## config.mk

```make
export PLATFORM = sky130hd
export DESIGN_NAME = edge_vectors
export DESIGN_NICKNAME = d
export VERILOG_FILES = /design/src/design/shader_pkg.sv /design/src/design/edge_vectors.sv
export SDC_FILE = /design/constraint.sdc
export NUM_CORES = 1
export LEC_CHECK = 0
export ABC_AREA = 0
export BUFFER_PORTS_ARGS = -buffer_cell sky130_fd_sc_hd__buf_2
export CORE_MARGIN = 2
export CORE_UTILIZATION = 46
export CTS_BUF_LIST = sky130_fd_sc_hd__clkbuf_4 sky130_fd_sc_hd__clkbuf_8
export CTS_CLUSTER_DIAMETER = 100
export DETAILED_ROUTE_END_ITERATION = 10
export PLACE_DENSITY = 0.88
export SETUP_SLACK_MARGIN = 0.4
export SLEW_MARGIN = 10
export SYNTH_ARGS = -nofsm -noshare
export SYNTH_HDL_FRONTEND = slang
export SYNTH_SLANG_ARGS = --single-unit
```

## constraint.sdc

```tcl
create_clock -name clk_in -period 1.6 [get_ports clk_in]
set_input_delay 0.16 -clock clk_in [delete_from_list [all_inputs] [get_ports clk_in]]
set_output_delay 0.16 -clock clk_in [all_outputs]
set_load 0.005 [all_outputs]
```

## src/design/shader_pkg.sv

```systemverilog
package shader_pkg;

    // coordinate and datapath widths
    localparam int COORD_W  = 12;
    localparam int EDGE_W   = COORD_W + 1;
    localparam int NORM_W   = 27;
    localparam int MAG_W    = 56;
    localparam int ENERGY_W = MAG_W + 2;
    localparam int INDEX_W  = 5;

    // comparison width inside the divider, divisor shifted by up to four places
    localparam int DIV_W = MAG_W + INDEX_W - 1;

    localparam int SHADE_LEVELS = 17;
    localparam int PIPE_LATENCY = 10;

    localparam logic [7:0] BACKFACE_COLOR = 8'hFF;

    // entry i is 16*i, the last one capped at 255
    localparam logic [7:0] SHADE_TABLE [SHADE_LEVELS] = '{
        8'h00, 8'h10, 8'h20, 8'h30, 8'h40, 8'h50, 8'h60, 8'h70, 8'h80,
        8'h90, 8'hA0, 8'hB0, 8'hC0, 8'hD0, 8'hE0, 8'hF0, 8'hFF
    };

    typedef struct packed {
        logic signed [COORD_W-1:0] x;
        logic signed [COORD_W-1:0] y;
        logic signed [COORD_W-1:0] z;
    } vertex_t;

    typedef struct packed {
        vertex_t v0;
        vertex_t v1;
        vertex_t v2;
    } triangle_t;

    typedef struct packed {
        logic signed [EDGE_W-1:0] x;
        logic signed [EDGE_W-1:0] y;
        logic signed [EDGE_W-1:0] z;
    } edge_t;

    typedef struct packed {
        edge_t e1;
        edge_t e2;
    } edge_pair_t;

    typedef struct packed {
        logic signed [NORM_W-1:0] nx;
        logic signed [NORM_W-1:0] ny;
        logic signed [NORM_W-1:0] nz;
    } normal_t;

    typedef struct packed {
        logic [MAG_W-1:0]    mag;
        logic [ENERGY_W-1:0] num;
        logic                away;
    } energy_t;

endpackage

```

## src/design/edge_vectors.sv

```systemverilog
`timescale 1ns/1ps

module edge_vectors (
    input  logic                   clk_in,
    input  logic                   rst_in,
    input  logic                   valid_in,
    input  shader_pkg::triangle_t  triangle,
    output logic                   valid_out,
    output shader_pkg::edge_pair_t edges
);

    // sign-extend both coordinates by one bit so the difference cannot overflow
    function automatic logic signed [shader_pkg::EDGE_W-1:0] sub_ext(
        input logic signed [shader_pkg::COORD_W-1:0] a,
        input logic signed [shader_pkg::COORD_W-1:0] b
    );
        return {a[shader_pkg::COORD_W-1], a} - {b[shader_pkg::COORD_W-1], b};
    endfunction

    always_ff @(posedge clk_in) begin
        if (rst_in) begin
            valid_out <= 1'b0;
        end else begin
            valid_out <= valid_in;
        end
    end

    always_ff @(posedge clk_in) begin
        edges.e1.x <= sub_ext(triangle.v1.x, triangle.v0.x);
        edges.e1.y <= sub_ext(triangle.v1.y, triangle.v0.y);
        edges.e1.z <= sub_ext(triangle.v1.z, triangle.v0.z);
        edges.e2.x <= sub_ext(triangle.v2.x, triangle.v0.x);
        edges.e2.y <= sub_ext(triangle.v2.y, triangle.v0.y);
        edges.e2.z <= sub_ext(triangle.v2.z, triangle.v0.z);
    end

endmodule

```

* After elaboration in Yosys (flattened, before gate mapping)
Cells that the tools add are included.
** Storage, ports and cells
- Logic and storage cells :: 13
- Input bits :: 111
- Latch bits :: 0
- Bits in writable memories :: 0
- Bits in read-only memories :: 0
- Output and inout bits :: 79
- Memories kept :: 0
- Bits in registers :: 79
** Operators by class
- Bitwise logic cells :: 0
- Magnitude comparators :: 0
- Add/subtract/negate cells :: 6
- Equality and inequality tests :: 0
- Shifts and indexed selects :: 0
- Reduce and logical (&&, ||, !) cells :: 0
- Multiplexer cells :: 0
- Multipliers :: 0
- Div/mod/pow operators :: 0
** Operator list (count)
- $sub A12 B12 Y13 :: 6

* Logic depth before layout (Yosys ltp)
- Word-level depth :: 1
- Depth in mapped cells :: 8
- Depth with buffers taken out :: 8

* Least setup slack after synthesis
Ideal clock, no wire load.
- Kind :: input to register
- Start point :: input port triangle[24] (netlist bit)
- End point :: register edges[38] (netlist bit)
- Arrival :: 1.539 ns
- Data required time :: 1.480 ns
- Setup slack :: -0.059 ns
- Stages :: 8
- Cell sequence :: inv_1 -> ha_1 -> fa_1 -> nor2b_1 -> o21ai_0 -> a21oi_1 -> o21ai_0 -> o31a_1
** Between the ends
- Word-level cells in the longest chain between the ends :: 1
** Ends and longest elaborated chain
- start: declaration :: RTL line edge_vectors.sv:7 : input shader_pkg::triangle_t triangle,
- $sub A12 B12 Y13 :: RTL line edge_vectors.sv:17 : return {a[shader_pkg::COORD_W-1], a} - {b[shader_pkg::COORD_W-1], b};
- end: declaration :: RTL line edge_vectors.sv:9 : output shader_pkg::edge_pair_t edges
Every way passes these cells.
A chain may end at the register's enable or synchronous reset.

* Final worst setup path
- Start point :: input port triangle[91] (netlist bit)
- End point :: register edges[62] (netlist bit)
The elaborated chain is that of the path after synthesis.

==> flow_summary.toml <==
[outcome]
status = "completed"

[routing]
via_count = 5312
drt_iter0_markers = 211
first_pass_iters = 4
drt_wl_total_um = 16300
wl_per_cell_um = 16.3
drc_errors = 0
vias_per_cell = 5.31
ant_nets = 0

[cells_and_area]
design_area_um2 = 8130
layout-drive-gt1-share_pct = 48.7
final_nets = 1044
layout_common_cells = "buf_2 (168), dfxtp_1 (79), buf_4 (74)"
synthToLayoutAreaGrowth_pct = 61.1
final_common_cell = "buf_2"

[setup_path]
path_max_fanout = 3
crit_family = "compound AO/OA/AOI/OAI gates"
critPathKind = "in2reg"
crit_chain = "buf_2, inv_1, ha_4, a21oi_2, inv_1, o311a_4, or4_1, nand3_1"
crit_arrival_ps = 1700
start_kind = "primary input"
crit_path_max_incr_delay_ps = 410
crit_path_end_kind = "register"
required_ps = 1900
path_buf_inv = 3
critPathMostFrequentCell = "inv_1"
crit_slowest_cell = "or4_1"

[placement]
placed_area_um2 = 7240
dpl.hpwl_um = 11500
gp_congestion = 0.907
io_buffers = 189

[pwr]
combPwrFrac_pct = 39.8
p_int_mw = 4.80
p_leak_nw = 3.86
vdd_drop_max_mv = 0.726
p_sw_mw = 2.23
power.density_nw_per_um2 = 864
power.share.clock_pct = 24.9
netSwitchingFraction_pct = 31.7
power.share.sequential_pct = 35.3
p_total_mw = 7.03

[die]
core-area_um2 = 10800
die_w_um = 109
die_y_um = 109
dieArea_um2 = 11800
rows = 38
io_pins = 190
start_util_pct = 46.8

[clock_network]
h-tree-depth = 3
cts_tree = "yes"
clock-root-buffer = "clkbuf_8"
clockBufferDepth = 2
path_clk_slew_ps = 90
numCtsBuffers = 9
cts.sinks = 79

[synth]
synth_nets = 764
ys_ff_latch = 79
async_flop_share_pct = 0
synth-edff-count = 0
ys_seq_area_share_pct = 31.3
syn_inst = 575
syn_avg_cell_area_um2 = 8.78
synth_area_um2 = 5050
synthFlopType = "dfxtp_1"
ys_warn_count = 0
ys_types = 49

[global_route]
grt.overflow.total = 0
grt_pass1_vias = 5282
grt_start_max_net_pins = 14
grt_util_all_layers_pct = 25.8
antenna_found_initial = 1
grt_first_pass_wirelength_um = 23800

[timing]
hold_violations = 0
post-route-period-util_pct = 87.2
min_period_ps = 1400
drv_slew = 0
setup_viol = 0
tightest_slew_ps = 295
fmax_ghz = 0.716
rsz0062_at_grt = "yes"
slew_headroom_pct = 80.2

[worst_hold_path]
holdCritPathClass = "in2reg"

[flow_run]
drv_cap = 0
## cell families (layout without fill, tap and decap cells)
family / Yosys count / in the layout / share of synthesized area (%)
AOI/OAI and AO/OA: 140 / 140 / 19.1
xor gates and xnor gates: 51 / 51 / 8.85
adders and majority gates: 78 / 78 / 20.2
buffers and inverters: 85 / 370 / 6.32
DFF: 79 / 79 / 31.3
muxes: 1 / 1 / 0.223
other: 0 / 1 / 0
and+or+nand+nor: 141 / 141 / 14.0
## tightest hold or removal path, cell delays in order
cell	delay, ps
buf_8	80
ha_4	110
inv_1	30
## power by group through the flow
stage / Combinational (mW) / Clock (mW) / Sequential (mW)
after floorplan: 1.34 / 0 / 2.58
after global placement: 2.38 / 0 / 2.51
after detailed placement: 2.45 / 0 / 2.52
after CTS: 2.60 / 1.77 / 2.48
after global routing: 3.05 / 1.85 / 2.52
final: 2.80 / 1.75 / 2.48
## stage by stage
stage                     utilization (%)  setup TNS, ps  hold slack, ps  instances  worst slack, ps
after global placement               67.1          -1790             316        953             -169
after detailed placement             67.1          -2650             322        953             -218
after CTS                            72.8              0            44.9        987              238
after global routing                 75.3              0            50.6       1000              124
after floorplan                         -              0             232        575             47.3
final                                75.4              0            51.5       1001              204
## state kept, by name, indices dropped and copies added (netlist names)
signal	cells
valid_out	1
edges	78
## path summary, 6_finish.rpt
kind / startpoint / to / slack [ps] / cells after the start
hold / removal: triangle[72] / edges[0] / 50 / 3
setup / recovery: triangle[91] / edges[62] / 200 / 8
## cells in the mapped netlist, types with 5 or more instances
| library cell | count | share of area, % |
|---|---|---|
| o211ai_1 | 12 | 1.8 |
| o21ai_0 | 13 | 1.3 |
| a21o_1 | 16 | 2.4 |
| a21oi_1 | 48 | 4.8 |
| nand3_1 | 26 | 2.6 |
| dfxtp_1 | 79 | 31 |
| xor2_1 | 7 | 1.2 |
| nand2b_1 | 7 | 0.87 |
| nor2_1 | 32 | 2.4 |
| a41oi_1 | 5 | 0.87 |
| fa_1 | 6 | 2.4 |
| nand2_1 | 37 | 2.8 |
| clkbuf_1 | 5 | 0.37 |
| nor2b_1 | 10 | 1.2 |
| xnor2_1 | 44 | 7.6 |
| o21bai_1 | 6 | 0.89 |
| nand3b_1 | 6 | 0.89 |
| a221o_1 | 5 | 0.99 |
| inv_1 | 80 | 5.9 |
| ha_1 | 72 | 18 |
| a21oi_2 | 5 | 0.87 |
## per-layer routing
layer	vias to the layer above	GRT usage (%)	part of all wire (%)
met5	-	0	0.080
met4	2	13.6	4.6
met2	218	48.2	53
met1	2455	26.1	36
met3	64	6.87	6.2
li1	2573	-	-
## cell type report
type | count | area [µm²]
multi-input combinational | 411 | 3930
fill | 695 | 2660
timing repair buffer | 274 | 1800
sequential | 79 | 1580
inverter | 80 | 415
tap | 140 | 175
clock buffer | 11 | 151
clock inverter | 5 | 80.1
antenna | 1 | 2.50
## timing repair
item                                    in CTS  in global routing
setup buffers                               16                 13
pin swaps                                   53                 49
hold buffers                                 2                  0
cloned                                       0                  0
endpoints found under the setup margin      36                 38
endpoints found under the hold margin        1                  0
resized for setup                           68                 37
(Power assumes the default switching activity.)
