[config.mk]
export PLATFORM = sky130hd
export DESIGN_NAME = cross_product
export DESIGN_NICKNAME = d
export VERILOG_FILES = /design/src/design/shader_pkg.sv /design/src/design/cross_product.sv
export SDC_FILE = /design/constraint.sdc
export NUM_CORES = 2
export LEC_CHECK = 0
export BUFFER_PORTS_ARGS = -buffer_cell sky130_fd_sc_hd__buf_2
export CORE_MARGIN = 1.5
export CORE_UTILIZATION = 59
export CTS_CLUSTER_SIZE = 16
export DETAILED_ROUTE_END_ITERATION = 6
export PLACE_DENSITY_LB_ADDON = 0.12
export SETUP_SLACK_MARGIN = 0.4
export SYNTH_ARGS = -nofsm -noshare
export SYNTH_HDL_FRONTEND = slang
export SYNTH_SLANG_ARGS = --single-unit
[constraint.sdc]
create_clock -name clk_in -period 6.8 [get_ports clk_in]
set_clock_uncertainty 0.15 [all_clocks]
set_input_delay 1.02 -clock clk_in [delete_from_list [all_inputs] [get_ports clk_in]]
set_output_delay 1.02 -clock clk_in [all_outputs]
set_load 0.02 [all_outputs]
[src/design/shader_pkg.sv]
package shader_pkg;

    // coordinate and datapath widths
    localparam int COORD_W  = 12;
    localparam int EDGE_W   = COORD_W + 1;
    localparam int NORM_W   = 27;
    localparam int MAG_W    = 56;
    localparam int ENERGY_W = MAG_W + 2;
    localparam int INDEX_W  = 5;

    // comparison width inside the divider, divisor shifted by up to four places
    localparam int DIV_W = MAG_W + INDEX_W - 1;

    localparam int SHADE_LEVELS = 17;
    localparam int PIPE_LATENCY = 10;

    localparam logic [7:0] BACKFACE_COLOR = 8'hFF;

    // entry i is 16*i, the last one capped at 255
    localparam logic [7:0] SHADE_TABLE [SHADE_LEVELS] = '{
        8'h00, 8'h10, 8'h20, 8'h30, 8'h40, 8'h50, 8'h60, 8'h70, 8'h80,
        8'h90, 8'hA0, 8'hB0, 8'hC0, 8'hD0, 8'hE0, 8'hF0, 8'hFF
    };

    typedef struct packed {
        logic signed [COORD_W-1:0] x;
        logic signed [COORD_W-1:0] y;
        logic signed [COORD_W-1:0] z;
    } vertex_t;

    typedef struct packed {
        vertex_t v0;
        vertex_t v1;
        vertex_t v2;
    } triangle_t;

    typedef struct packed {
        logic signed [EDGE_W-1:0] x;
        logic signed [EDGE_W-1:0] y;
        logic signed [EDGE_W-1:0] z;
    } edge_t;

    typedef struct packed {
        edge_t e1;
        edge_t e2;
    } edge_pair_t;

    typedef struct packed {
        logic signed [NORM_W-1:0] nx;
        logic signed [NORM_W-1:0] ny;
        logic signed [NORM_W-1:0] nz;
    } normal_t;

    typedef struct packed {
        logic [MAG_W-1:0]    mag;
        logic [ENERGY_W-1:0] num;
        logic                away;
    } energy_t;

endpackage

[src/design/cross_product.sv]
`timescale 1ns/1ps

module cross_product (
    input  logic                   clk_in,
    input  logic                   rst_in,
    input  logic                   valid_in,
    input  shader_pkg::edge_pair_t edges,
    output logic                   valid_out,
    output shader_pkg::normal_t    normal
);

    // partial products of e1 x e2, named by the component pair
    typedef struct packed {
        logic signed [shader_pkg::NORM_W-1:0] yz;
        logic signed [shader_pkg::NORM_W-1:0] zy;
        logic signed [shader_pkg::NORM_W-1:0] zx;
        logic signed [shader_pkg::NORM_W-1:0] xz;
        logic signed [shader_pkg::NORM_W-1:0] xy;
        logic signed [shader_pkg::NORM_W-1:0] yx;
    } products_t;

    products_t prod_q;
    logic      prod_valid_q;

    function automatic logic signed [shader_pkg::NORM_W-1:0] widen(
        input logic signed [shader_pkg::EDGE_W-1:0] v
    );
        return {{(shader_pkg::NORM_W - shader_pkg::EDGE_W){v[shader_pkg::EDGE_W-1]}}, v};
    endfunction

    always_ff @(posedge clk_in) begin
        if (rst_in) begin
            prod_valid_q <= 1'b0;
            valid_out    <= 1'b0;
        end else begin
            prod_valid_q <= valid_in;
            valid_out    <= prod_valid_q;
        end
    end

    // stage one, six multiplies
    always_ff @(posedge clk_in) begin
        prod_q.yz <= widen(edges.e1.y) * widen(edges.e2.z);
        prod_q.zy <= widen(edges.e1.z) * widen(edges.e2.y);
        prod_q.zx <= widen(edges.e1.z) * widen(edges.e2.x);
        prod_q.xz <= widen(edges.e1.x) * widen(edges.e2.z);
        prod_q.xy <= widen(edges.e1.x) * widen(edges.e2.y);
        prod_q.yx <= widen(edges.e1.y) * widen(edges.e2.x);
    end

    // stage two, differences give the normal
    always_ff @(posedge clk_in) begin
        normal.nx <= prod_q.yz - prod_q.zy;
        normal.ny <= prod_q.zx - prod_q.xz;
        normal.nz <= prod_q.xy - prod_q.yx;
    end

endmodule

======== After elaboration in Yosys (flattened, before gate mapping) ========
Cells that the tools add are included.
storage, ports and cells
  memories ................................ 0
  bits in registers ....................... 239
  logic and storage cells ................. 20
  bits of input ports ..................... 81
  bits in writable memories ............... 0
  memory bits (read-only) ................. 0
  latch bits .............................. 0
cells by class
  shifts and indexed selects .............. 0
  reductions and logical operators ........ 0
  mux-type cells .......................... 0
  $add $sub $neg .......................... 3
  bitwise gates (word level) .............. 0
  equality and inequality tests ........... 0
  $mul .................................... 6
  magnitude comparators ................... 0
  divide/modulo/power cells ............... 0
operator list
  kind            count
  $mul 13x13->26  6
  $sub 26x26->27  3

======== Longest topological paths before layout ========
  word-level depth ........................ 1
  depth in mapped cells ................... 24
  mapped depth without buffers ............ 23

======== Least setup slack after synthesis ========
No wires, ideal clock.
  path type ............................... input-to-reg
  start point ............................. input edges[5] in the netlist's numbering
  end point ............................... register prod_q[78] in the netlist's numbering
  stages on the path ...................... 20
  data required time ...................... 6.528 ns
  setup slack ............................. 0.120 ns
  data arrival time ....................... 6.408 ns
  cells stage by stage .................... clkbuf_1 -> clkbuf_1 -> nand2_1 -> fa_1 -> fa_1 -> inv_1 -> fa_1 -> fa_1 -> fa_1 -> fa_1 -> ha_1 -> a21o_1 -> a21oi_1 -> nor2b_1 -> a2111oi_2 -> o311ai_1 -> a21oi_1 -> o21a_1 -> nor4bb_1 -> a311o_1
on the way
  cells in the longest elaborated chain, start to end .. 1
ends and longest elaborated chain
  element          line                 text
  start, declared  cross_product.sv:7   input shader_pkg::edge_pair_t edges,
  $mul 13x13->26   cross_product.sv:46  prod_q.xz <= widen(edges.e1.x) * widen(edges.e2.z);
  end, declared    cross_product.sv:22  products_t prod_q;
Every way passes these cells.
A chain may end at the register's enable or synchronous reset.

======== Worst setup path after layout ========
  start point ............................. input edges[14] in the netlist's numbering
  end point ............................... register, netlist name prod_q[133]
on the way
  cells in the longest elaborated chain, start to end .. 1
ends and longest elaborated chain
  element         line                 text
  $mul 13x13->26  cross_product.sv:44  prod_q.zy <= widen(edges.e1.z) * widen(edges.e2.y);
Every way passes these cells.

==> impl_metrics.py <==
metrics = {
    "routing": {
        "wl_per_cell_microns": 17.4,
        "wirelength_microns": 110000,
        "vias": 33300,
        "drc": 0,
        "drt_iter0_drc": 1811,
        "drt_pass1_iterations": 6,
        "vias_per_cell": 5.29,
        "antenna_left": 0,
    },
    "synth": {
        "ys_types": 74,
        "synthArstFlopShare": 0,
        "syn-num-nets": 6502,
        "synth-warning-count": 0,
        "ys_top_cells_by_count": "1122 x inv_1, 975 x fa_1, 571 x nand2_1, 480 x ha_1, 435 x and2_1",
        "synth_top_area_share": 0.421,
        "syn_inst": 4966,
        "yosys_most_used_dff": "dfxtp_1",
        "postSynthAreaPerCell_sq_um": 9.34,
        "yosysMostFrequentCell": "inv_1",
        "synthTopCellsByArea": "fa_1 42%, ha_1 13%, dfxtp_1 10%",
        "synth-edff-count": 0,
        "synth-seq-area-share": 0.103,
        "yosysTopAreaCell": "fa_1",
        "syn_area_sq_um": 46400,
        "yosys_register_bits": 239,
    },
    "die": {
        "coreArea_sq_um": 77600,
        "ioPinCount": 163,
        "die_y_microns": 283,
        "initial_core_util": 0.598,
        "rows": 102,
        "fp.dieW_microns": 283,
        "floorplan.die_area_sq_um": 80300,
    },
    "critical_path": {
        "r2r-end": "normal[26]",
        "critPathMaxStageDelay_ns": 0.53,
        "cp.arrival_ns": 6.61,
        "path_cells": "buf_2 -> and2_1 -> fa_1 -> inv_1 -> fa_1 -> inv_1 -> fa_1 -> inv_1 -> fa_1 -> inv_1 -> fa_1 -> ha_1 -> ha_1 -> o21a_1 -> o21ai_0 -> a21oi_2 -> a211oi_2 -> o41ai_4 -> o21ai_2 -> mux2i_1 -> a2111oi_1",
        "worstPathMaxFanout": 14,
        "cp.required_ns": 7.15,
        "critical-path-top-delay-family": "adder cells",
        "crit_buf_inv": 5,
        "worstSetupEndpointType": "register",
        "start_kind": "input port",
        "worstReg2RegStart": "prod_q[27]",
        "slowest_stage": "fa_1",
        "path_class": "input port to register",
        "ff2ff_path_depth": 12,
        "r2r_slack_ns": 3.31,
        "crit_top_cell": "fa_1",
    },
    "timing": {
        "timing.final.ws_setup_ns": 0.541,
        "setup_viol": 0,
        "hold_viol": 0,
        "slew_viol_final": 0,
        "rsz0062_at_grt": "true",
        "slew_headroom": 0.243,
        "worst_slew_pin_slew_ns": 1.11,
        "max_freq_ghz": 0.160,
        "layout_min_cycle_time_ns": 6.26,
        "fin_crit_sh": 0.920,
    },
    "cts": {
        "cts_root_buffer": "clkbuf_16",
        "clk_latency_ns": 0.61,
        "path_clk_slew_ns": 0.06,
        "cts_hold_buffers": 0,
        "cts_buffer_depth": 3,
        "cts_tree": "built",
        "cts.sinks": 239,
        "post_cts_buffers": 0,
        "cts_max_level": 1,
        "cts_buffers": 29,
    },
    "finish": {
        "fillers": 6667,
        "syn_to_final_growth_pct": 10.3,
        "drive_gt1_frac": 0.0957,
        "finalInstanceArea_sq_um": 51200,
        "nNetsFinal": 6769,
    },
    "placement": {
        "post-dp-hpwl_microns": 93900,
        "place_ws_ns": -0.0894,
        "numPortBuffers": 162,
        "gp_congestion": 0.911,
        "postPlaceCellArea_sq_um": 50000,
    },
    "min_path": {
        "hp-class": "register to register",
        "hold_end": "valid_out",
        "min_path_cells": 1,
        "hp-start": "prod_valid_q",
    },
    "global_routing": {
        "grt_usage": 0.290,
        "overflow": 0,
        "grt_pass1_wl_microns": 185000,
        "grt_max_degree": 27,
        "antenna_found_initial": 7,
        "grt_pass1_vias": 35400,
    },
    "run_status": {
        "status": "completed",
    },
    "job": {
        "max-cap-violations": 0,
    },
}
[cell type report]
cell class	count	area [sq um]	share of cell area
diodes	6	15.0	0.000293
clock buffers	39	823	0.0161
clock inverters	15	267	0.00521
inverters	1123	4220	0.0823
multi-input cells	3439	37000	0.722
flip-flops and latches	239	4780	0.0935
well taps	1040	1300	0.0254
repair buffers	401	2830	0.0553
[metal layers]
| layer | track usage | vias up | wire, microns |
|---|---|---|---|
| li1 | - | 15400 | - |
| met2 | 0.475 | 809 | 51800 |
| met1 | 0.405 | 17000 | 48000 |
| met3 | 0.0387 | 148 | 6490 |
| met5 | 0 | - | 33 |
| met4 | 0.0825 | 4 | 3420 |
[metrics by stage]
| stage | hold slack [ns] | instances | TNS, ns | util |
|---|---|---|---|---|
| 3_3_place_gp | 0.268 | 6242 | 0 | 0.644 |
| 4_1_cts | 0.302 | 6296 | 0 | 0.658 |
| 3_5_place_dp | 0.286 | 6242 | -0.233 | 0.644 |
| 2_1_floorplan | 0.264 | 4966 | 0 | - |
| 5_1_grt | 0.311 | 6299 | 0 | 0.660 |
| 6_report | 0.300 | 6302 | 0 | 0.660 |
[timing repair]
item | CTS | global route
gates resized for setup | 0 | 20
endpoints found under the setup margin | 0 | 15
endpoints found under the hold margin | 0 | 0
[registers in the layout, indices dropped and copies added (netlist names)]
| name | cells |
|---|---|
| prod_q | 156 |
| prod_valid_q | 1 |
| valid_out | 1 |
| normal | 81 |
[cells by family (layout without fill, tap and decap cells)]
| kind of cell | after synthesis | count (layout) | share of synthesized area |
|---|---|---|---|
| compound gates | 397 | 397 | 0.0565 |
| xor+xnor | 224 | 224 | 0.0423 |
| fa+ha+maj | 1455 | 1455 | 0.550 |
| buf+inv | 1288 | 1578 | 0.104 |
| flops | 239 | 239 | 0.103 |
| mux | 4 | 4 | 0.000863 |
| other cells | 0 | 6 | 0 |
| simple gates | 1359 | 1359 | 0.143 |
[layout by cell type, fill, tap and decap left out, types with 6 or more instances in the layout]
cell type  synthesis  routed
inv_1           1122    1122
fa_1             975     974
nand2_1          571     571
ha_1             480     476
and2_1           435     433
dfxtp_1          239     239
buf_4              0     221
xnor2_1          185     185
buf_2              1     161
nor2_1           160     160
a21oi_1          128     125
o21ai_0           58      56
a21o_1            46      46
xor2_1            39      39
nand2b_1          39      39
o21a_1            34      34
nor2b_1           33      32
nand3_1           32      32
nor3_1            31      31
clkbuf_16          0      29
buf_12             0      18
and3_1            17      16
a31oi_1           17      16
o21bai_1          16      15
a211oi_1          15      11
or3_1              9       9
o22ai_1            8       8
o211ai_1           8       8
or2_2              7       7
diode_2            0       6
nand4_1            6       6
a31o_2             6       6
a211oi_2           2       6
o31ai_1            6       6
o21ai_1            4       6
clkbuf_8           0       6
bufinv_16          0       6
[worst max-delay path by stage]
stage / start / endpoint / slack (ns) / cells after the start
2_1_floorplan: edges[1] / prod_q[159] / 0.38 / 21
3_3_place_gp: edges[14] / prod_q[132] / 0.02 / 22
3_5_place_dp: edges[2] / prod_q[78] / -0.09 / 22
4_1_cts: edges[14] / prod_q[133] / 0.52 / 21
5_1_grt: edges[2] / prod_q[78] / 0.34 / 23
6_report: edges[14] / prod_q[133] / 0.54 / 21
Power is not shown: default switching activity piles up to over one toggle a cycle in this logic, so the estimate is an artifact.
