## config.mk

```make
export PLATFORM = sky130hd
export DESIGN_NAME = shade_output
export DESIGN_NICKNAME = d
export VERILOG_FILES = /design/src/design/shader_pkg.sv /design/src/design/shade_output.sv
export SDC_FILE = /design/constraint.sdc
export NUM_CORES = 1
export LEC_CHECK = 0
export ABC_AREA = 1
export ABC_CLOCK_PERIOD_IN_PS = 1100
export BUFFER_PORTS_ARGS = -buffer_cell sky130_fd_sc_hd__buf_2
export CAP_MARGIN = 15
export CORE_AREA = 2 2 39 41
export CTS_CLUSTER_SIZE = 30
export DETAILED_ROUTE_END_ITERATION = 12
export DIE_AREA = 0 0 41 43
export PLACE_DENSITY = 0.45
export SYNTH_ARGS = -nofsm -noshare
export SYNTH_HDL_FRONTEND = slang
export SYNTH_SLANG_ARGS = --single-unit
```

## constraint.sdc

```tcl
create_clock -name clk_in -period 1.1 [get_ports clk_in]
set_clock_uncertainty 0.05 [all_clocks]
set_input_delay 0.165 -clock clk_in [delete_from_list [all_inputs] [get_ports clk_in]]
set_output_delay 0.165 -clock clk_in [all_outputs]
set_load 0.005 [all_outputs]
```

## src/design/shader_pkg.sv

```systemverilog
package shader_pkg;

    // coordinate and datapath widths
    localparam int COORD_W  = 12;
    localparam int EDGE_W   = COORD_W + 1;
    localparam int NORM_W   = 27;
    localparam int MAG_W    = 56;
    localparam int ENERGY_W = MAG_W + 2;
    localparam int INDEX_W  = 5;

    // comparison width inside the divider, divisor shifted by up to four places
    localparam int DIV_W = MAG_W + INDEX_W - 1;

    localparam int SHADE_LEVELS = 17;
    localparam int PIPE_LATENCY = 10;

    localparam logic [7:0] BACKFACE_COLOR = 8'hFF;

    // entry i is 16*i, the last one capped at 255
    localparam logic [7:0] SHADE_TABLE [SHADE_LEVELS] = '{
        8'h00, 8'h10, 8'h20, 8'h30, 8'h40, 8'h50, 8'h60, 8'h70, 8'h80,
        8'h90, 8'hA0, 8'hB0, 8'hC0, 8'hD0, 8'hE0, 8'hF0, 8'hFF
    };

    typedef struct packed {
        logic signed [COORD_W-1:0] x;
        logic signed [COORD_W-1:0] y;
        logic signed [COORD_W-1:0] z;
    } vertex_t;

    typedef struct packed {
        vertex_t v0;
        vertex_t v1;
        vertex_t v2;
    } triangle_t;

    typedef struct packed {
        logic signed [EDGE_W-1:0] x;
        logic signed [EDGE_W-1:0] y;
        logic signed [EDGE_W-1:0] z;
    } edge_t;

    typedef struct packed {
        edge_t e1;
        edge_t e2;
    } edge_pair_t;

    typedef struct packed {
        logic signed [NORM_W-1:0] nx;
        logic signed [NORM_W-1:0] ny;
        logic signed [NORM_W-1:0] nz;
    } normal_t;

    typedef struct packed {
        logic [MAG_W-1:0]    mag;
        logic [ENERGY_W-1:0] num;
        logic                away;
    } energy_t;

endpackage

```

## src/design/shade_output.sv

```systemverilog
`timescale 1ns/1ps

module shade_output (
    input  logic                           clk_in,
    input  logic                           rst_in,
    input  logic                           valid_in,
    input  logic [shader_pkg::INDEX_W-1:0] index,
    input  logic                           away,
    output logic                           valid_out,
    output logic [7:0]                     color_out
);

    logic [7:0] shade;

    // faces turned from the viewer take the fixed back-face colour
    always_comb begin
        if (away) begin
            shade = shader_pkg::BACKFACE_COLOR;
        end else begin
            shade = shader_pkg::SHADE_TABLE[index];
        end
    end

    always_ff @(posedge clk_in) begin
        if (rst_in) begin
            valid_out <= 1'b0;
            color_out <= 8'h00;
        end else begin
            valid_out <= valid_in;
            // hold the last colour between results
            if (valid_in) begin
                color_out <= shade;
            end
        end
    end

endmodule

```

### Yosys cells after proc, flatten, opt, wreduce, memory -nomap -nowiden

Memories as Yosys holds them, arrays and structs flattened.
Cells that the tools add are included.

| word-level totals | value |
|---|---|
| register bits after elaboration | 9 |
| bits in read-only memories | 256 |
| input port bits | 9 |
| output and inout bits | 9 |
| word-level logic and storage cells | 8 |
| memories kept | 1 |

| cells by class | value |
|---|---|
| $lt $le $gt $ge | 1 |
| mux-type cells | 3 |
| bitwise operators | 1 |

Memory list:

| name | depth | bits a word | rd ports | clocked after memory_dff | write ports | RTL line | RTL |
|---|---|---|---|---|---|---|---|
| (name not given) | 32 | 8 | 1 | 0 | 0 | shade_output.sv:20 | `shade = shader_pkg::SHADE_TABLE[index];` |

Operator list:

| cell | count |
|---|---|
| $mux W8 | 3 |
| $ge A6 B6 Y1 const B | 1 |
| $not A5 Y6 | 1 |

### Depth between registers and ports, before layout

Gate-level depths: netlist of run 1.

| logic depth | value |
|---|---|
| word-level depth | 5 |
| mapped depth | 5 |
| depth with buffers taken out | 4 |

### Worst setup path after synthesis of run 1

Ideal clock, no wire load.

| timing path | value |
|---|---|
| path type | register to output |
| start | reg color_out[3] (netlist name) |
| end | out color_out[1] |
| data arrival time | 0.491 ns |
| required time | 0.885 ns |
| setup slack | 0.394 ns |
| cell stages (with the launch flop) | 2 |
| buffers on the path | 1 |
| cell sequence | dfxtp_1 -> buf_4 |

RTL lines:

| element | RTL line | RTL |
|---|---|---|
| to (decl) | shade_output.sv:10 | `output logic [7:0] color_out` |

==> results.yml, run 1 <==
global_routing:
  wire_length_of_the_first_global_routing_pass_um: 752
  grt_start_max_net_pins: 11
  grt_usage: 0.0673
  number_of_antenna_violations_at_the_first_check_in_global_routing: 0
  grt_pass1_vias: 213
  remaining_global_route_overflow: 0
place:
  dp_hpwl_um: 417
  gp_routability_congestion: 0.658
  portBuffers: 17
clock_network:
  post_cts.resized_instances: 0
  post-cts-setup-buffer-count: 0
  cts_buffer_count: 3
  cts_buffer_depth: 2
  clock_slew_at_the_register_clock_pins_of_the_worst_setup_and_hold_paths_ns: 0.05
  insertion_delay_ns: 0.24
  cts_root_buffer: "sky130_fd_sc_hd__clkbuf_4"
  tritoncts: "done"
  htree_num_levels: 1
  cts_num_sinks: 6
  holdBufCountCts: 0
setup_path:
  worst_setup_path_end_kind: "output pin"
  crit_path_top_delay_cell: "sky130_fd_sc_hd__dfxtp_1"
  path_delay_family: "flip-flops"
  critical_path.max_fanout: 5
  cp-start-kind: "flip-flop"
  worst-path-buf-inv: 1
  max_stage_delay_ns: 0.36
  timing_worst_setup_path_type: "reg -> out"
  cp_cell_sequence: "buf_2"
  worst-endpoint-required_ns: 0.88
  data_arrival_at_the_endpoint_of_the_critical_path_ns: 0.72
timing:
  holdWs_ns: 0.0613
  period_share: 0.849
  rsz0062_at_grt: "false"
  max_freq_ghz: 1.07
  min_period_ns: 0.933
  timing_max_transition_violations_final: 0
  timing_worst_slew_pin_value_ns: 0.160
  report.final.setup_viol: 0
  finalHoldViolations: 0
  fin_setup_tns_ns: 0
  slew_headroom: 0.892
hold_path:
  timing.hold.worst.class: "in -> reg"
die:
  floorplan.die_area_sq_um: 1760
  floorplan.io_pins: 18
  fp-row-count: 14
  chipWidth_um: 41
  coreArea_sq_um: 1380
  starting_density_of_the_core: 0.196
  die_h_um: 43
power:
  power_uw: 510
  static-leakage-power_nw: 0.215
  power_density_nw_per_um2: 1400
  vdd_drop_max_uv: 398
final_layout:
  finish.utilization: 0.264
  flow.area_growth_from_synthesis_pct: 34.6
  num-fill-cells: 175
  final_net_count: 66
  layout-drive-gt1-share: 0.382
  antennaDiodeCount: 0
route:
  drt_pass1_iterations: 4
  drt-initial-drc-count: 1
  routed_wl_um: 514
  detailroute.via_count: 261
  drcViolationCount: 0
  drt.antenna.violating_nets: 0
  post_drt_wl_per_cell_um: 7.24
  avgViaCountPerCell: 3.68
synth:
  synth_fp_nets: 48
  syn_area_per_cell_sq_um: 6.96
  syn-instance-count: 39
  synthesis.area_sq_um: 272
  synth-warning-count: 0
  synth_sequential_area_ratio: 0.442
  synth-seq-cells: 6
  post_synth_num_cell_types: 9
status:
  run_status: "complete, no violations"
job:
  cap_violations: 0
## kinds of logic after synthesis
family	count (synthesis)	share of synthesized area
AOI/OAI and AO/OA	4	0.0737
buffers and inverters	12	0.235
DFF	6	0.442
and+or+nand+nor	17	0.249
## worst paths after layout
path / slack [ns] / depth (start not counted) / startpoint / endpoint
setup / recovery: 0.17 / 1 / color_out[3]$_SDFFE_PP0P_ / color_out[1]
hold / removal: 0.06 / 2 / rst_in / valid_out$_SDFF_PP0_
setup reg to reg: 0.41 / 2 / color_out[3]$_SDFFE_PP0P_ / color_out[3]$_SDFFE_PP0P_
hold reg to reg: 0.46 / 2 / color_out[6]$_SDFFE_PP0P_ / color_out[6]$_SDFFE_PP0P_
## per-stage QoR
stage / area [sq um] / worst slack [ns] / cells
2_1_floorplan: 272 / 0.394 / 39
3_3_place_gp: 343 / 0.300 / 68
3_5_place_dp: 343 / 0.289 / 68
4_1_cts: 365 / 0.146 / 71
5_1_grt: 365 / 0.0884 / 71
6_report: 365 / 0.167 / 71
## report_power, final
part           total, mW  switching (mW)  leakage (nW)  internal (mW)
registers          0.242         0.00767        0.0502          0.234
clock network      0.195          0.0725        0.0138          0.123
logic             0.0729          0.0357         0.151         0.0371
## Yosys cell counts, drive strengths merged
| master | n | share of area |
|---|---|---|
| buf | 4 | 0.12 |
| dfxtp | 6 | 0.44 |
| inv | 8 | 0.11 |
| nand2 | 4 | 0.055 |
| nand3 | 1 | 0.018 |
| nor2 | 12 | 0.18 |
| o21ai | 4 | 0.074 |
## layout make-up
cell class	count	area [sq um]	area share
Clock buffer	3	22.5	0.0616
Inverter	8	30.0	0.0822
Multi-Input combinational cell	21	87.6	0.240
Sequential cell	6	120	0.329
Tap cell	16	20.0	0.0548
Timing Repair Buffer	17	85.1	0.233
## state kept, by name, summed over array words and instances, names as in the netlist
name / cells
valid_out: 1
color_out: 5
## layer usage
metal | up-vias | routed length, um | track usage | part of all wire
met1 | 103 | 223 | 0.0675 | 0.43
met2 | 15 | 227 | 0.0969 | 0.44
li1 | 143 | - | - | -
met3 | 0 | 64 | 0.0157 | 0.12
met4 | 0 | 0 | 0.0800 | 0
met5 | - | 0 | 0 | 0
## layout by cell type, fill, tap and decap left out, drive strengths merged
| master | n |
|---|---|
| buf | 17 |
| clkbuf | 3 |
| dfxtp | 6 |
| inv | 8 |
| nand2 | 4 |
| nand3 | 1 |
| nor2 | 12 |
| o21ai | 4 |
No activity file was read; power rests on OpenSTA's default activity.
==> inputs of run 2 (changes only) <==
ABC_CLOCK_PERIOD_IN_PS = 800   (was 1100)
PLACE_DENSITY = 0.46   (was 0.45)
clock period = 0.8 ns   (was 1.1 ns; I/O delays follow)
==> run 2 against run 1 <==
The run now ends with setup timing left. Highest routed layer is now met4. Clock power rose by 46%. Combinational power rose by 55%. Wire length rose by 11%. Count of clock-buffer cells in the layout did not move. Flip-flop and latch count did not move. Register-to-register slack got worse by 0.37 ns. Worst setup slack got worse by 0.23 ns. Sequential power rose by 39%. Power rose by 44%.
==> results.yml, run 2 (synthesized netlist as in run 1, its figures left out) <==
setup_path:
  cp-start-kind: "flip-flop"
  worst-path-buf-inv: 1
  r2r-end: "color_out[5]$_SDFFE_PP0P_"
  rr_worst_depth: 5
  path_depth: 1
  data_arrival_at_the_endpoint_of_the_critical_path_ns: 0.69
  max_stage_delay_ns: 0.34
  register_to_register_path_setup_slack_ns: 0.04
  path_delay_family: "flip-flops"
  worst_setup_path_end_kind: "output pin"
  worst-endpoint-required_ns: 0.63
  reg2reg_from: "color_out[5]$_SDFFE_PP0P_"
  crit_path_top_delay_cell: "sky130_fd_sc_hd__dfxtp_2"
  cp_cell_sequence: "buf_2"
  critical_path.max_fanout: 5
  timing_worst_setup_path_type: "reg -> out"
timing:
  fin_setup_tns_ns: -0.408
  report.final.setup_viol: 9
  slew_headroom: 0.883
  timing_max_transition_violations_final: 0
  period_share: 1.07
  holdWs_ns: 0.0678
  finalHoldViolations: 0
  timing_worst_slew_pin_value_ns: 0.176
  rsz0062_at_grt: "true"
  post-route-worst-setup-slack_ns: -0.0584
  min_period_ns: 0.858
  max_freq_ghz: 1.16
clock_network:
  clock_slew_at_the_register_clock_pins_of_the_worst_setup_and_hold_paths_ns: 0.05
  htree_num_levels: 1
  cts_num_sinks: 6
  cts_root_buffer: "sky130_fd_sc_hd__clkbuf_4"
  cts_buffer_count: 3
  cts_buffer_depth: 2
  insertion_delay_ns: 0.24
  tritoncts: "done"
status:
  violations: "setup timing"
  run_status: "finished with violations"
place:
  portBuffers: 17
  dp_hpwl_um: 409
  gp_routability_congestion: 0.692
  pre_cts_ws_ns: 0.0475
global_routing:
  wire_length_of_the_first_global_routing_pass_um: 841
  remaining_global_route_overflow: 0
  grt_start_max_net_pins: 11
  grt_usage: 0.0755
  grt_pass1_vias: 226
  number_of_antenna_violations_at_the_first_check_in_global_routing: 0
power:
  vdd_drop_max_uv: 639
  power_density_nw_per_um2: 1870
  power.sequential.fraction: 0.459
  static-leakage-power_nw: 0.227
  cellInternalPower_uw: 557
  power_frac_clock: 0.388
  power.switching_uw: 178
  combPwrFrac: 0.154
  power.share.switching: 0.242
die:
  floorplan.io_pins: 18
  coreArea_sq_um: 1380
  fp-row-count: 14
  starting_density_of_the_core: 0.196
  chipWidth_um: 41
  die_h_um: 43
  floorplan.die_area_sq_um: 1760
route:
  post_drt_wl_per_cell_um: 7.82
  wl_met1_um: 245
  drt_pass1_iterations: 1
  maxUsedRoutingLayer: "met4"
  drt.antenna.violating_nets: 0
  routed_wl_um: 571
  avgViaCountPerCell: 3.75
  met3_wirelength_um: 59
  drcViolationCount: 0
  detailroute.via_count: 274
  met2WireLength_um: 252
  drt-initial-drc-count: 0
final_layout:
  antennaDiodeCount: 0
  finish.utilization: 0.284
  most_frequent_standard_cell_in_the_layout_excluding_fill_and_tap_cells: "sky130_fd_sc_hd__buf_2"
  flow.area_growth_from_synthesis_pct: 44.7
  final_net_count: 68
  layout_common_cells: "17 x sky130_fd_sc_hd__buf_2, 11 x sky130_fd_sc_hd__nor2_1, 8 x sky130_fd_sc_hd__inv_1"
  layout-drive-gt1-share: 0.474
  num-fill-cells: 166
  largest_reg_flops: 5
  regMostFlops: "color_out"
  biggestRegsByFlops: "color_out (5), valid_out (1)"
hold_path:
  min_path_cells: 4
  worst_hold_startpoint: "rst_in"
  hold_path_sink: "color_out[5]$_SDFFE_PP0P_"
  timing.hold.worst.class: "in -> reg"
job:
  cap_violations: 0
==> run 2: changes by cell type in the layout (fill, tap and decap cells not counted), sizes merged <==
cell	previous run	this run
buf	17	18
dlygate4sd3	0	1
==> run 2: timing repair <==
action                     in CTS  in global routing
pin swaps                       0                  3
setup buffers                   1                  0
hold buffers                    1                  0
setup endpoints to repair       9                 10
resized for setup               5                  1
hold endpoints to repair        1                  0
==> run 2: how the worst max path moves through the flow <==
stage | start | end
floorplan | color_out[3]$_SDFFE_PP0P_ | color_out[3]$_SDFFE_PP0P_
global placement | index[4] | color_out[7]$_SDFFE_PP0P_
detailed placement | index[4] | color_out[4]$_SDFFE_PP0P_
CTS | color_out[3]$_SDFFE_PP0P_ | color_out[3]
global route | color_out[3]$_SDFFE_PP0P_ | color_out[0]
finish | color_out[3]$_SDFFE_PP0P_ | color_out[3]
==> run 2: stage by stage <==
| step | std cells | instance area [sq um] | total power, mW |
|---|---|---|---|
| 6_report | 73 | 393 | 0.734 |
| 4_1_cts | 73 | 389 | 0.750 |
| 5_1_grt | 73 | 393 | 0.774 |
| 3_5_place_dp | 68 | 343 | 0.441 |
| 2_1_floorplan | 39 | 272 | 0.404 |
| 3_3_place_gp | 68 | 343 | 0.440 |
==> run 2: layer usage <==
layer	global-route usage	vias to the layer above
met5	0	-
met4	0.100	0
met3	0.0157	2
met2	0.0875	15
met1	0.0939	111
li1	-	146
==> run 2: cell type report <==
cell class	instances	area (sq um)	area share
tap	16	20.0	0.0510
multi-input combinational	21	87.6	0.223
clock buffer	3	22.5	0.0573
inverter	8	30.0	0.0764
timing repair buffer	19	106	0.271
sequential	6	126	0.322
==> run 2: power groups by stage <==
stage	logic [mW]	clock network, mW	registers, mW
global placement	0.101	0	0.339
floorplan	0.0619	0	0.342
finish	0.113	0.285	0.337
CTS	0.113	0.301	0.336
detailed placement	0.103	0	0.339
global route	0.128	0.307	0.339
